[src/tc_cfg_pkg.sv]
// trace cache configuration with line geometry, derived widths and decay timing
package tc_cfg_pkg;

	// cache geometry
	localparam int NUM_LINES = 8;	// trace lines, fully associative
	localparam int NRETIRE = 4;	// bundles per line and per retired group

	// halfword pc, held as bits [PC_BITS:1]
	localparam int PC_BITS = 15;

	// derived index widths
	localparam int LINE_IDX_BITS = $clog2(NUM_LINES);
	localparam int SLOT_IDX_BITS = $clog2(NRETIRE);

	// use counters, one per line
	localparam int USE_BITS = 3;
	localparam logic [USE_BITS-1:0] USE_MAX = 3'd7;	// saturation value
	localparam logic [USE_BITS-1:0] USE_ON_WRITE = 3'd2;	// given to a fresh line

	// decay timer
	// scale 0 uses the base period, otherwise (scale+1) steps
	localparam int DECAY_BASE = 64;
	localparam int DECAY_STEP = 16;
	localparam int DECAY_CNT_BITS = 9;	// holds 16*16-1

	// fetch advance on a miss, in halfwords
	localparam logic [PC_BITS:1] MISS_PC_STEP = 15'd8;

endpackage

[src/tc_types_pkg.sv]
// trace cache types for retired bundles, trace groups and the lookup result
package tc_types_pkg;

	// execution unit class of a retired instruction
	typedef enum logic [1:0] {
		alu,
		load,
		store,
		branch
	} unit_e;

	// one retired instruction
	typedef struct packed {
		logic [tc_cfg_pkg::PC_BITS:1] pc;
		logic [31:0] insn;
		unit_e unit;
		logic short_ins;	// compressed, one halfword
		logic taken;	// only meaningful for branch
		logic [tc_cfg_pkg::PC_BITS:1] target;
	} bundle_t;

	// a retired group coming in, or a line's contents going out
	typedef struct packed {
		logic [tc_cfg_pkg::NRETIRE-1:0] valid;
		bundle_t [tc_cfg_pkg::NRETIRE-1:0] b;
	} trace_group_t;

	// registered lookup result
	typedef struct packed {
		logic hit;
		logic [tc_cfg_pkg::LINE_IDX_BITS-1:0] idx;
		trace_group_t group;
	} lookup_t;

endpackage

[src/tc_tag_array.sv]
// trace cache tag array holding valid masks, tags and next pcs with the associative compares
`timescale 1ns/1ps

module tc_tag_array (
	input  logic clk,
	input  logic rst_n,
	input  logic trace_enable,
	input  logic [3:0] cpu_mode,
	input  logic invalidate,
	input  logic [tc_cfg_pkg::PC_BITS:1] pc,
	input  logic [tc_cfg_pkg::PC_BITS:1] fill_pc,
	input  logic write,
	input  logic [tc_cfg_pkg::LINE_IDX_BITS-1:0] write_idx,
	input  logic [tc_cfg_pkg::PC_BITS:1] write_tag,
	input  logic [tc_cfg_pkg::PC_BITS:1] write_next,
	input  logic [tc_cfg_pkg::NRETIRE-1:0] write_mask,
	output logic [tc_cfg_pkg::NUM_LINES-1:0] match,
	output logic [tc_cfg_pkg::NUM_LINES-1:0] line_valid,
	output logic fill_present,
	output logic [tc_cfg_pkg::PC_BITS:1] pc_next,
	output logic clear
);

	logic [tc_cfg_pkg::NRETIRE-1:0] r_valid [tc_cfg_pkg::NUM_LINES];
	logic [tc_cfg_pkg::PC_BITS:1] r_tag [tc_cfg_pkg::NUM_LINES];
	logic [tc_cfg_pkg::PC_BITS:1] r_next [tc_cfg_pkg::NUM_LINES];
	logic [3:0] r_cpu_mode;
	logic r_clear;	// invalidate, one cycle late
	logic [tc_cfg_pkg::NUM_LINES-1:0] fill_match;
	logic [tc_cfg_pkg::PC_BITS:1] hit_next;

	always_ff @(posedge clk) begin
		r_cpu_mode <= cpu_mode;
	end

	// a mode switch flushes everything, same as an explicit invalidate
	always_ff @(posedge clk) begin
		if (!rst_n)
			r_clear <= 1'b0;
		else
			r_clear <= invalidate || cpu_mode != r_cpu_mode;
	end

	always_ff @(posedge clk) begin
		for (int i = 0; i < tc_cfg_pkg::NUM_LINES; i++) begin
			if (!rst_n || r_clear || !trace_enable)
				r_valid[i] <= '0;	// cache off keeps every line empty
			else if (write && write_idx == i[tc_cfg_pkg::LINE_IDX_BITS-1:0])
				r_valid[i] <= write_mask;
		end
	end

	always_ff @(posedge clk) begin
		if (write) begin
			r_tag[write_idx] <= write_tag;
			r_next[write_idx] <= write_next;
		end
	end

	// lookup and fill compares, slot 0 valid marks a live line
	always_comb begin
		hit_next = '0;
		for (int i = 0; i < tc_cfg_pkg::NUM_LINES; i++) begin
			line_valid[i] = r_valid[i][0];
			match[i] = line_valid[i] && r_tag[i] == pc;
			fill_match[i] = line_valid[i] && r_tag[i] == fill_pc;
			hit_next = hit_next | ({tc_cfg_pkg::PC_BITS{match[i]}} & r_next[i]);	// one-hot mux
		end
	end

	assign fill_present = |fill_match;
	assign pc_next = |match ? hit_next : pc + tc_cfg_pkg::MISS_PC_STEP;
	assign clear = r_clear;

endmodule

[src/tc_data_array.sv]
// trace cache data array with bundle storage, one-hot read and the registered lookup result
`timescale 1ns/1ps

module tc_data_array (
	input  logic clk,
	input  logic rst_n,
	input  logic rename_stall,
	input  logic [tc_cfg_pkg::NUM_LINES-1:0] match,
	input  logic write,
	input  logic [tc_cfg_pkg::LINE_IDX_BITS-1:0] write_idx,
	input  tc_types_pkg::trace_group_t write_group,
	output tc_types_pkg::lookup_t result
);

	tc_types_pkg::trace_group_t r_line [tc_cfg_pkg::NUM_LINES];
	logic [$bits(tc_types_pkg::trace_group_t)-1:0] sel_bits;
	logic [tc_cfg_pkg::LINE_IDX_BITS-1:0] sel_idx;
	logic r_hit;
	logic [tc_cfg_pkg::LINE_IDX_BITS-1:0] r_idx;
	tc_types_pkg::trace_group_t r_group;

	// per-slot strobes, only the valid run is stored
	always_ff @(posedge clk) begin
		if (write) begin
			r_line[write_idx].valid <= write_group.valid;
			for (int s = 0; s < tc_cfg_pkg::NRETIRE; s++) begin
				if (write_group.valid[s])
					r_line[write_idx].b[s] <= write_group.b[s];
			end
		end
	end

	// and-or read mux and index encode, match is one-hot
	always_comb begin
		sel_bits = '0;
		sel_idx = '0;
		for (int i = 0; i < tc_cfg_pkg::NUM_LINES; i++) begin
			sel_bits = sel_bits | ({$bits(tc_types_pkg::trace_group_t){match[i]}} & r_line[i]);
			if (match[i])
				sel_idx = sel_idx | i[tc_cfg_pkg::LINE_IDX_BITS-1:0];
		end
	end

	always_ff @(posedge clk) begin
		if (!rst_n)
			r_hit <= 1'b0;
		else if (!rename_stall)
			r_hit <= |match;
	end

	always_ff @(posedge clk) begin
		if (!rename_stall) begin	// rename not ready, hold the last result
			r_idx <= sel_idx;
			r_group <= tc_types_pkg::trace_group_t'(sel_bits);
		end
	end

	assign result = '{hit: r_hit, idx: r_idx, group: r_group};

endmodule

[src/tc_line_alloc.sv]
// trace cache line allocator with use counters, decay timer and victim selection
`timescale 1ns/1ps

module tc_line_alloc (
	input  logic clk,
	input  logic rst_n,
	input  logic [3:0] trace_scale,
	input  logic pc_used,
	input  logic result_hit,
	input  logic [tc_cfg_pkg::LINE_IDX_BITS-1:0] result_idx,
	input  logic [tc_cfg_pkg::NUM_LINES-1:0] line_valid,
	input  logic [tc_cfg_pkg::NUM_LINES-1:0] match,
	input  logic clear,
	input  logic write,
	input  logic [tc_cfg_pkg::LINE_IDX_BITS-1:0] write_idx,
	output logic [tc_cfg_pkg::LINE_IDX_BITS-1:0] victim_idx,
	output logic victim_ok
);

	logic [tc_cfg_pkg::DECAY_CNT_BITS-1:0] r_decay;
	logic [tc_cfg_pkg::DECAY_CNT_BITS-1:0] reload;
	logic tick;
	logic [tc_cfg_pkg::USE_BITS-1:0] r_use [tc_cfg_pkg::NUM_LINES];
	logic [tc_cfg_pkg::NUM_LINES-1:0] pend;	// line taken by the write in flight
	logic [tc_cfg_pkg::NUM_LINES-1:0] free;
	logic [tc_cfg_pkg::NUM_LINES-1:0] idle;

	// decay period minus one
	always_comb begin
		if (trace_scale == 4'd0)
			reload = tc_cfg_pkg::DECAY_CNT_BITS'(tc_cfg_pkg::DECAY_BASE - 1);
		else
			reload = tc_cfg_pkg::DECAY_CNT_BITS'((trace_scale + 5'd1) * tc_cfg_pkg::DECAY_STEP - 1);
	end

	assign tick = r_decay == '0;

	always_ff @(posedge clk) begin
		if (!rst_n || tick)
			r_decay <= reload;
		else
			r_decay <= r_decay - 1'b1;
	end

	always_ff @(posedge clk) begin
		for (int i = 0; i < tc_cfg_pkg::NUM_LINES; i++) begin
			if (!rst_n || clear) begin
				r_use[i] <= '0;
			end else if (write && write_idx == i[tc_cfg_pkg::LINE_IDX_BITS-1:0]) begin
				r_use[i] <= tc_cfg_pkg::USE_ON_WRITE;
			end else if (result_hit && pc_used &&
					result_idx == i[tc_cfg_pkg::LINE_IDX_BITS-1:0]) begin
				if (r_use[i] != tc_cfg_pkg::USE_MAX)
					r_use[i] <= r_use[i] + 1'b1;	// consumed hit
			end else if (tick && r_use[i] != '0) begin
				r_use[i] <= r_use[i] - 1'b1;
			end
		end
	end

	// lowest index wins, so scan from the top down
	always_comb begin
		victim_ok = 1'b0;
		victim_idx = '0;
		for (int i = 0; i < tc_cfg_pkg::NUM_LINES; i++) begin
			pend[i] = write && write_idx == i[tc_cfg_pkg::LINE_IDX_BITS-1:0];
			free[i] = !line_valid[i] && !pend[i];
			idle[i] = r_use[i] == '0 && !match[i] && !pend[i];	// never evict the line being read
		end
		if (|free) begin
			victim_ok = 1'b1;
			for (int i = tc_cfg_pkg::NUM_LINES - 1; i >= 0; i--) begin
				if (free[i])
					victim_idx = i[tc_cfg_pkg::LINE_IDX_BITS-1:0];
			end
		end else if (|idle) begin
			victim_ok = 1'b1;
			for (int i = tc_cfg_pkg::NUM_LINES - 1; i >= 0; i--) begin
				if (idle[i])
					victim_idx = i[tc_cfg_pkg::LINE_IDX_BITS-1:0];
			end
		end
	end

endmodule

[src/tc_fill_ctrl.sv]
// trace cache fill control that turns a retired group into a registered line write
`timescale 1ns/1ps

module tc_fill_ctrl (
	input  logic clk,
	input  logic rst_n,
	input  logic trace_enable,
	input  tc_types_pkg::trace_group_t trace_in,
	input  logic fill_present,
	input  logic [tc_cfg_pkg::LINE_IDX_BITS-1:0] victim_idx,
	input  logic victim_ok,
	output logic [tc_cfg_pkg::PC_BITS:1] fill_pc,
	output logic write,
	output logic [tc_cfg_pkg::LINE_IDX_BITS-1:0] write_idx,
	output logic [tc_cfg_pkg::PC_BITS:1] write_tag,
	output logic [tc_cfg_pkg::PC_BITS:1] write_next,
	output logic [tc_cfg_pkg::NRETIRE-1:0] write_mask,
	output tc_types_pkg::trace_group_t write_group
);

	logic [tc_cfg_pkg::NRETIRE-1:0] run;	// leading run of valid slots
	logic [tc_cfg_pkg::SLOT_IDX_BITS-1:0] last;
	tc_types_pkg::bundle_t last_b;
	logic branched;
	logic [tc_cfg_pkg::PC_BITS:1] next_pc;
	logic present;
	logic do_write;
	logic r_write;
	logic [tc_cfg_pkg::LINE_IDX_BITS-1:0] r_idx;
	logic [tc_cfg_pkg::PC_BITS:1] r_tag;
	logic [tc_cfg_pkg::PC_BITS:1] r_next;
	tc_types_pkg::trace_group_t r_group;

	always_comb begin
		run[0] = trace_in.valid[0];
		last = '0;
		for (int s = 1; s < tc_cfg_pkg::NRETIRE; s++) begin
			run[s] = run[s-1] && trace_in.valid[s];
			if (run[s])
				last = s[tc_cfg_pkg::SLOT_IDX_BITS-1:0];
		end
	end

	// next pc comes from the last slot written
	assign last_b = trace_in.b[last];
	assign branched = last_b.unit == tc_types_pkg::branch && last_b.taken;
	assign next_pc = branched ? last_b.target :
		last_b.pc + {{(tc_cfg_pkg::PC_BITS-2){1'b0}}, ~last_b.short_ins, last_b.short_ins};

	assign fill_pc = trace_in.b[0].pc;

	// the write still in flight is not yet visible in the tags
	assign present = fill_present || (r_write && r_tag == fill_pc);
	assign do_write = trace_enable && trace_in.valid[0] && !present && victim_ok;

	always_ff @(posedge clk) begin
		if (!rst_n)
			r_write <= 1'b0;
		else
			r_write <= do_write;
	end

	always_ff @(posedge clk) begin
		if (do_write) begin
			r_idx <= victim_idx;
			r_tag <= fill_pc;
			r_next <= next_pc;
			r_group.valid <= run;
			r_group.b <= trace_in.b;
		end
	end

	assign write = r_write;
	assign write_idx = r_idx;
	assign write_tag = r_tag;
	assign write_next = r_next;
	assign write_mask = r_group.valid;
	assign write_group = r_group;

endmodule

[src/trace_cache_top.sv]
// trace cache top level joining tag and data arrays, line allocator and fill control
`timescale 1ns/1ps

module trace_cache_top (
	input  logic clk,
	input  logic rst_n,
	input  logic trace_enable,
	input  logic [3:0] trace_scale,
	input  logic [3:0] cpu_mode,
	input  logic invalidate,
	input  logic [tc_cfg_pkg::PC_BITS:1] pc,
	input  logic pc_used,
	input  logic rename_stall,
	input  tc_types_pkg::trace_group_t trace_in,
	output tc_types_pkg::lookup_t result,
	output logic [tc_cfg_pkg::PC_BITS:1] pc_next
);

	logic [tc_cfg_pkg::NUM_LINES-1:0] match;
	logic [tc_cfg_pkg::NUM_LINES-1:0] line_valid;
	logic fill_present;
	logic clear;
	logic [tc_cfg_pkg::PC_BITS:1] fill_pc;
	logic [tc_cfg_pkg::LINE_IDX_BITS-1:0] victim_idx;
	logic victim_ok;

	// write command, shared by both arrays and the allocator
	logic write;
	logic [tc_cfg_pkg::LINE_IDX_BITS-1:0] write_idx;
	logic [tc_cfg_pkg::PC_BITS:1] write_tag;
	logic [tc_cfg_pkg::PC_BITS:1] write_next;
	logic [tc_cfg_pkg::NRETIRE-1:0] write_mask;
	tc_types_pkg::trace_group_t write_group;

	tc_tag_array u_tag (
		.clk(clk), .rst_n(rst_n), .trace_enable(trace_enable), .cpu_mode(cpu_mode),
		.invalidate(invalidate), .pc(pc), .fill_pc(fill_pc), .write(write),
		.write_idx(write_idx), .write_tag(write_tag), .write_next(write_next),
		.write_mask(write_mask), .match(match), .line_valid(line_valid),
		.fill_present(fill_present), .pc_next(pc_next), .clear(clear)
	);

	tc_data_array u_data (
		.clk(clk), .rst_n(rst_n), .rename_stall(rename_stall), .match(match),
		.write(write), .write_idx(write_idx), .write_group(write_group), .result(result)
	);

	tc_line_alloc u_alloc (
		.clk(clk), .rst_n(rst_n), .trace_scale(trace_scale), .pc_used(pc_used),
		.result_hit(result.hit), .result_idx(result.idx), .line_valid(line_valid),
		.match(match), .clear(clear), .write(write), .write_idx(write_idx),
		.victim_idx(victim_idx), .victim_ok(victim_ok)
	);

	tc_fill_ctrl u_fill (
		.clk(clk), .rst_n(rst_n), .trace_enable(trace_enable), .trace_in(trace_in),
		.fill_present(fill_present), .victim_idx(victim_idx), .victim_ok(victim_ok),
		.fill_pc(fill_pc), .write(write), .write_idx(write_idx), .write_tag(write_tag),
		.write_next(write_next), .write_mask(write_mask), .write_group(write_group)
	);

endmodule

[config.mk]
export PLATFORM = sky130hd
export DESIGN_NAME = trace_cache_top
export DESIGN_NICKNAME = d
export VERILOG_FILES = /design/src/tc_cfg_pkg.sv /design/src/tc_types_pkg.sv /design/src/tc_tag_array.sv /design/src/tc_data_array.sv /design/src/tc_line_alloc.sv /design/src/tc_fill_ctrl.sv /design/src/trace_cache_top.sv
export SDC_FILE = /design/constraint.sdc
export NUM_CORES = 2
export LEC_CHECK = 0
export ABC_AREA = 0
export BUFFER_PORTS_ARGS = -buffer_cell sky130_fd_sc_hd__buf_2
export CAP_MARGIN = 20
export CORE_MARGIN = 2
export CORE_UTILIZATION = 60
export CTS_CLUSTER_DIAMETER = 120
export CTS_CLUSTER_SIZE = 10
export DETAILED_ROUTE_END_ITERATION = 6
export PLACE_DENSITY_LB_ADDON = 0.1
export REMOVE_ABC_BUFFERS = 1
export SLEW_MARGIN = 20
export SYNTH_ARGS = -nofsm -noshare
export SYNTH_HDL_FRONTEND = slang
export SYNTH_SLANG_ARGS = --single-unit
[constraint.sdc]
create_clock -name clk -period 20.7 [get_ports clk]
set_input_delay 2.07 -clock clk [delete_from_list [all_inputs] [get_ports clk]]
set_output_delay 2.07 -clock clk [all_outputs]
set_load 0.01 [all_outputs]
Word-level counts from Yosys, hierarchy flattened
Memories as Yosys holds them, arrays and structs flattened.
Index checks and enable logic that the tools add are counted.
Storage, ports and cells
  bits in writable memories: 2440
  register bits: 573
  output and inout port bits: 287
  word-level logic and storage cells: 526
  memories kept: 5
  input bits: 297
Operators by class
  equality and inequality tests: 41
  muxes and demuxes: 204
  bitwise logic cells: 63
  reduce and logical (&&, ||, !) cells: 131
  order comparisons: 1
  add/sub/neg operators: 21
Memories
  u_data.r_line: words 8, bits a word 268, read ports 8, clocked after Yosys merged registers in 0, write ports 1, line tc_data_array.sv:15  | tc_types_pkg::trace_group_t r_line [tc_cfg_pkg::NUM_LINES];
  u_tag.r_next: words 8, bits a word 15, read ports 8, clocked after Yosys merged registers in 0, write ports 1, line tc_tag_array.sv:26  | logic [tc_cfg_pkg::PC_BITS:1] r_next [tc_cfg_pkg::NUM_LINES];
  u_tag.r_tag: words 8, bits a word 15, read ports 8, clocked after Yosys merged registers in 0, write ports 1, line tc_tag_array.sv:25  | logic [tc_cfg_pkg::PC_BITS:1] r_tag [tc_cfg_pkg::NUM_LINES];
  u_tag.r_valid: words 8, bits a word 4, read ports 8, clocked after Yosys merged registers in 0, write ports 8, line tc_tag_array.sv:24  | logic [tc_cfg_pkg::NRETIRE-1:0] r_valid [tc_cfg_pkg::NUM_LINES];
  u_alloc.r_use: words 8, bits a word 3, read ports 8, clocked after Yosys merged registers in 0, write ports 8, line tc_line_alloc.sv:23  | logic [tc_cfg_pkg::USE_BITS-1:0] r_use [tc_cfg_pkg::NUM_LINES];
Operator list (count)
  $and A268 B268 Y268: 8
  $or A268 B268 Y268: 7
  $eq A15 B15 Y1: 17
  $mux W1: 142
  $bmux W66 S2: 1
  $mux W3: 44
  $and A15 B15 Y15: 8
  $or A15 B15 Y15: 7
  $logic_and A1 B1 Y1: 73
  $mux W66: 1
  $mux W4: 8
  $or A1 B1 Y1: 32
  $reduce_or A8 Y1: 4
  $logic_not A3 Y1: 10
  $mux W15: 2
  $logic_not A1 Y1: 27
  $add A3 B1 Y3 const B: 8
  $eq A3 B3 Y1 const B: 8
  $ne A3 B3 Y1 const B: 8
  $reduce_bool A3 Y1: 8
  $sub A3 B1 Y3 const B: 8
  $mux W9: 2
  $sub A9 B1 Y9 const B: 2
  $add A15 B2 Y15: 1
  other kinds (14): 25

Depth between registers and ports, before layout
An unclocked memory read counts as a cell.
  depth after elaboration: 16
  gate-level depth with buffers: 15
  depth with buffers taken out: 11

Modules after synthesis
Synthesis repeated with hierarchy kept, for this count alone.
Unflattened totals
  cell total of the unflattened synthesis: 5725
  area total of the unflattened synthesis: 108759.3 µm²
By module, submodules not included
  tc_data_array: sequential area each 72539.6 µm², times used 1, area an instance 83575.2 µm², cells each 4044
  tc_tag_array: sequential area each 7547.2 µm², times used 1, area an instance 11700.0 µm², cells each 781
  tc_fill_ctrl: sequential area each 8608.3 µm², times used 1, area an instance 10607.7 µm², cells each 572
  tc_line_alloc: sequential area each 900.9 µm², times used 1, area an instance 2876.5 µm², cells each 328

Worst setup path after synthesis
No wires, ideal clock.
  path kind: input-to-reg
  from: input pc[14] (netlist bit)
  to: register u_fill.r_write (netlist: u_fill.write)
  path slack: 2.913 ns
  arrival time: 17.648 ns
  required time: 20.560 ns
  stages: 9
  setup time: 0.140 ns
  buffers on the path: 2
  path through: buf_2 xnor2_1 nand4_1 nor4_4 buf_2 nor2_1 nor2_1 a21oi_1 and2_1
Between the ends
  cells in the longest elaborated chain, start to end: 9
  elaborated cells between the ends (all ways): 44
  those cells by class: eq/ne (8); mux (2); reduce/logical (34)
RTL lines
  start, declared: line trace_cache_top.sv:11  | input logic [tc_cfg_pkg::PC_BITS:1] pc,
  $eq A15 B15 Y1: line tc_tag_array.sv:65  | match[i] = line_valid[i] && r_tag[i] == pc;
  $logic_and A1 B1 Y1: line tc_tag_array.sv:65
  $logic_not A1 Y1: line tc_line_alloc.sv:68  | idle[i] = r_use[i] == '0 && !match[i] && !pend[i];
  $logic_and A1 B1 Y1 (2 in series): line tc_line_alloc.sv:68
  $reduce_or A8 Y1 *: line tc_line_alloc.sv:76  | end else if (|idle) begin
  $mux W1 *: line tc_line_alloc.sv:76
  $mux W1 *: line tc_line_alloc.sv:70  | if (|free) begin
  $logic_and A1 B1 Y1 *: line tc_fill_ctrl.sv:54  | assign do_write = trace_enable && trace_in.valid[0] && !present && victim_ok;
  via u_fill.do_write: line tc_fill_ctrl.sv:27  | logic do_write;
  end signal, assigned: line tc_fill_ctrl.sv:60  | r_write <= do_write;
  end, declared: line tc_fill_ctrl.sv:28  | logic r_write;
The timed path passes the listed nets; every way through them passes the cells marked *.
A chain may end at the register's enable or synchronous reset.

Worst setup path after layout
  from: input pc[4] (netlist bit)
  to: output pc_next[11] (netlist bit)
Between the ends
  cells in the longest elaborated chain, start to end: 11
  elaborated cells between the ends (all ways): 34
  those cells by class: add/sub (1); eq/ne (8); mux (1); bitwise (15); reduce/logical (9)
RTL lines
  $eq A15 B15 Y1: line tc_tag_array.sv:65
  $logic_and A1 B1 Y1: line tc_tag_array.sv:65
  $and A15 B15 Y15: line tc_tag_array.sv:67  | hit_next = hit_next | ({tc_cfg_pkg::PC_BITS{match[i]}} & r_next[i]);
  $or A15 B15 Y15 (7 in series): line tc_tag_array.sv:67
  $mux W15 *: line tc_tag_array.sv:72  | assign pc_next = |match ? hit_next : pc + tc_cfg_pkg::MISS_PC_STEP;
  end, declared: line trace_cache_top.sv:16  | output logic [tc_cfg_pkg::PC_BITS:1] pc_next
Mark *: on every way between the ends. The rest lies on a longest branch, timed or not.

==> metrics.yaml <==
clock_tree:
  cts_hold_buf: 0
  cts_buffer_depth: 4
  clk_pin_slew_ns: 0.05
  cts-root-buf: "clkbuf_16"
  cts_num_sinks: 2989
  cts_buffers: 348
  clock_latency_ns: 0.95
  tritoncts: "yes"
  postCtsSetupRepairBufs: 0
  cts-resized-gates: 0
  htree_num_levels: 5
logic_synthesis:
  synth_compound_area_share_pct: 9.406
  syn_inst: 5656
  synth_xor_area_share_pct: 2.382
  ys_seq_elements: 2989
  synth.yosys.warnings: 0
  synthAdderAreaFrac_pct: 0.4569
  synthArstFlopShare_pct: 0
  synth_edf_count: 2973
  synth.area.mux_share_pct: 0.4096
  yosys.area_share.simple_pct: 3.223
  synth_top_family_by_area: "compound AO/OA/AOI/OAI gates"
  ys_seq_area_share_pct: 82.61
  syn_area_um2: 108500
  synthDistinctLibCells: 55
  synth_ff_type: "edfxtp_1"
  avgSynthCellArea_um2: 19.17
drt:
  post_drt_wl_per_cell_um: 32.82
  wirelength_um: 288700
  drt_pass1_iterations: 7
  drt_iter0_markers: 7384
  drc_errors: 2
  viasPerCell: 6.647
  ant_nets: 0
  vias: 58468
timing:
  fin_skew_ns: 0.06357
  rsz0062_at_grt: "false"
  worst_hold_slack_ns: 0.4023
  tightest_slew_ns: 1.257
  setup_tns_ns: 0
  setup_viol: 0
  slew_violations: 0
  max_slew_margin_pct: 15.30
  finalHoldViolations: 0
  timing.final.crit_period_ns: 7.595
  fin_crit_sh_pct: 36.69
  clock.fmax_mhz: 131.7
power:
  ir_drop_mv: 0.07980
  p_per_area_nw_per_um2: 99.85
  p_leak_nw: 40.46
min_path:
  min_path_type: "flop to flop"
floorplan:
  io_pins: 584
  rows: 156
  die_x_um: 429.1
  start_util_pct: 60.20
  dieArea_um2: 184200
  die_y_um: 429.1
  core_um2: 180200
cells_and_area:
  ff_latch_area_um2: 89600
  fin_nets: 6711
  multi_input_area_um2: 17350
  stdcell_count: 8796
  fillers: 11548
  layout-drive-gt1-share_pct: 17.11
  areaGrowthSynthToFinish_pct: 13.28
global_route:
  grt_pass1_wl_um: 408000
  antenna_found_initial: 50
  grt_use_total_pct: 30.96
  grt_overflow: 0
  grt_max_degree: 140
  grt_pass1_vias: 56569
place:
  post-dp-hpwl_um: 162300
  io_buffers: 583
  place.gp.congestion: 0.9194
  dp.cells: 8395
flow_run:
  drv_cap: 0
worst_setup_path:
  cp_max_fo: 58
  cp_data_required_time_ns: 18.63
  startpoint_type: "input pin"
  crit_type: "input pin to output pin"
  r2r_slack_ns: 15.73
  critPathCaptureType: "output pin"
  worstPathArrival_ns: 5.53
status:
  status: "finished with violations"
  failed_checks: "DRC"
## sequential cells by signal, summed over array words and instances, names as in the netlist, 15 cells and up
| name | cells |
|---|---|
| u_alloc.r_use | 24 |
| u_data.r_line | 2144 |
| u_data.result | 268 |
| u_fill.write_group | 249 |
| u_fill.write_next | 15 |
| u_fill.write_tag | 15 |
| u_tag.r_next | 120 |
| u_tag.r_tag | 120 |
## Yosys cell counts (8+ instances only)
master    count  area, um^2
xnor2_1     285        2496
o21ai_0      19       95.09
a21oi_1      43       215.2
a22o_1      283        2479
a211oi_1     36       270.3
dfxtp_1      16       320.3
and3_1       21       131.4
ha_1         38       475.5
nand2b_1      8       50.05
nor2b_1      13       81.33
a221oi_1    283        2479
a31oi_1       8       50.05
xor2_1       10       87.58
nor3_1       14       70.07
buf_2       187       935.9
nand3_1     292        1461
o21a_1       14       105.1
and2_1       27       168.9
buf_1        19       71.32
clkbuf_1     78       292.8
nor2_1       92       345.3
a22oi_1     569        4272
nor4_4        8       170.2
buf_4        22       165.2
edfxtp_1   2973       89280
o22ai_1      17       106.4
mux2i_1      41       410.4
nor4_1       17       106.4
nand2_1      61       229.0
nand4_1      85       531.8
inv_1        37       138.9
## report_power, final
group	total [W]	internal (W)	switching, W
Combinational	0.000259	0.0000804	0.000178
Sequential	0.00689	0.00678	0.000110
Clock	0.00512	0.00299	0.00212
## cells in the final DEF, fill, tap and decap left out, types with 16 or more instances in the layout
master     instances
o21ai_0           19
xnor2_1          285
nand3_1          292
nor4_1            17
diode_2           31
buf_2            582
o22ai_1           17
inv_1             32
ha_1              38
a21oi_1           41
a22o_1           283
a22oi_1          569
mux2i_1           41
nor2_1            92
nand2_1           60
edfxtp_1        2973
a221oi_1         283
and2_4            20
nand4_1           85
buf_4             85
dfxtp_1           16
a211oi_1          36
clkbuf_16        354
## metal layers
metal / vias to the layer above / share of wire, % / global-route usage (%)
met3: 598 / 7.8 / 4.466
met5: - / 0.0094 / 0
met2: 3149 / 49 / 49.16
met1: 30021 / 38 / 42.70
li1: 24696 / - / -
met4: 4 / 5.0 / 15.30
## critical path, stage by stage
cell	delay, ns
buf_2	0.37
xnor2_1	0.17
nand4_1	0.15
nor4_4	0.31
buf_4	0.67
buf_4	0.83
a22o_1	0.24
a221oi_1	0.05
nand4_1	0.14
o21a_1	0.20
buf_2	0.16
## kinds of logic (layout without fill, tap and decap cells)
kind of cell             after synthesis  after routing
other                                  0             31
multiplexers                          44             44
AO/OA/AOI/OAI                       1288           1288
AND/OR/NAND/NOR                      654            654
adder cells (fa/ha/maj)               39             39
flip-flops                          2989           2989
buffers and inverters                347           1086
XOR/XNOR                             295            295
## cell type report
cell class | instances | area share (%)
diodes | 31 | 0.06315
clock buffers | 364 | 7.241
clock inverters | 6 | 0.04889
inverters | 39 | 0.1253
multi-input cells | 2320 | 14.12
flip-flops and latches | 2989 | 72.93
well taps | 2370 | 2.414
repair buffers | 677 | 3.053
## stage by stage
step           instance area [um^2]  power (W)  setup slack (ns)  util, %
2_1_floorplan                107000   0.007083             2.272        -
3_3_place_gp                 113800   0.007257             13.15    63.17
3_5_place_dp                 113800   0.007265             13.16    63.17
4_1_cts                      122800    0.01233             13.14    68.15
5_1_grt                      122800    0.01258             12.94    68.18
6_report                     122800    0.01227             13.11    68.19
## path summary, 6_finish.rpt
check / end / start / cells past startpoint
hold / removal: u_alloc.r_decay[0]$_SDFF_PN1_ / u_alloc.r_decay[0]$_SDFF_PN1_ / 1
setup / recovery: pc_next[11] / pc[4] / 11
hold reg to reg: u_alloc.r_decay[0]$_SDFF_PN1_ / u_alloc.r_decay[0]$_SDFF_PN1_ / 1
setup reg to reg: u_data.result[233]$_DFFE_PN_ / u_tag.r_tag[0][4]$_DFFE_PP_ / 10
(Power assumes the default switching activity.)
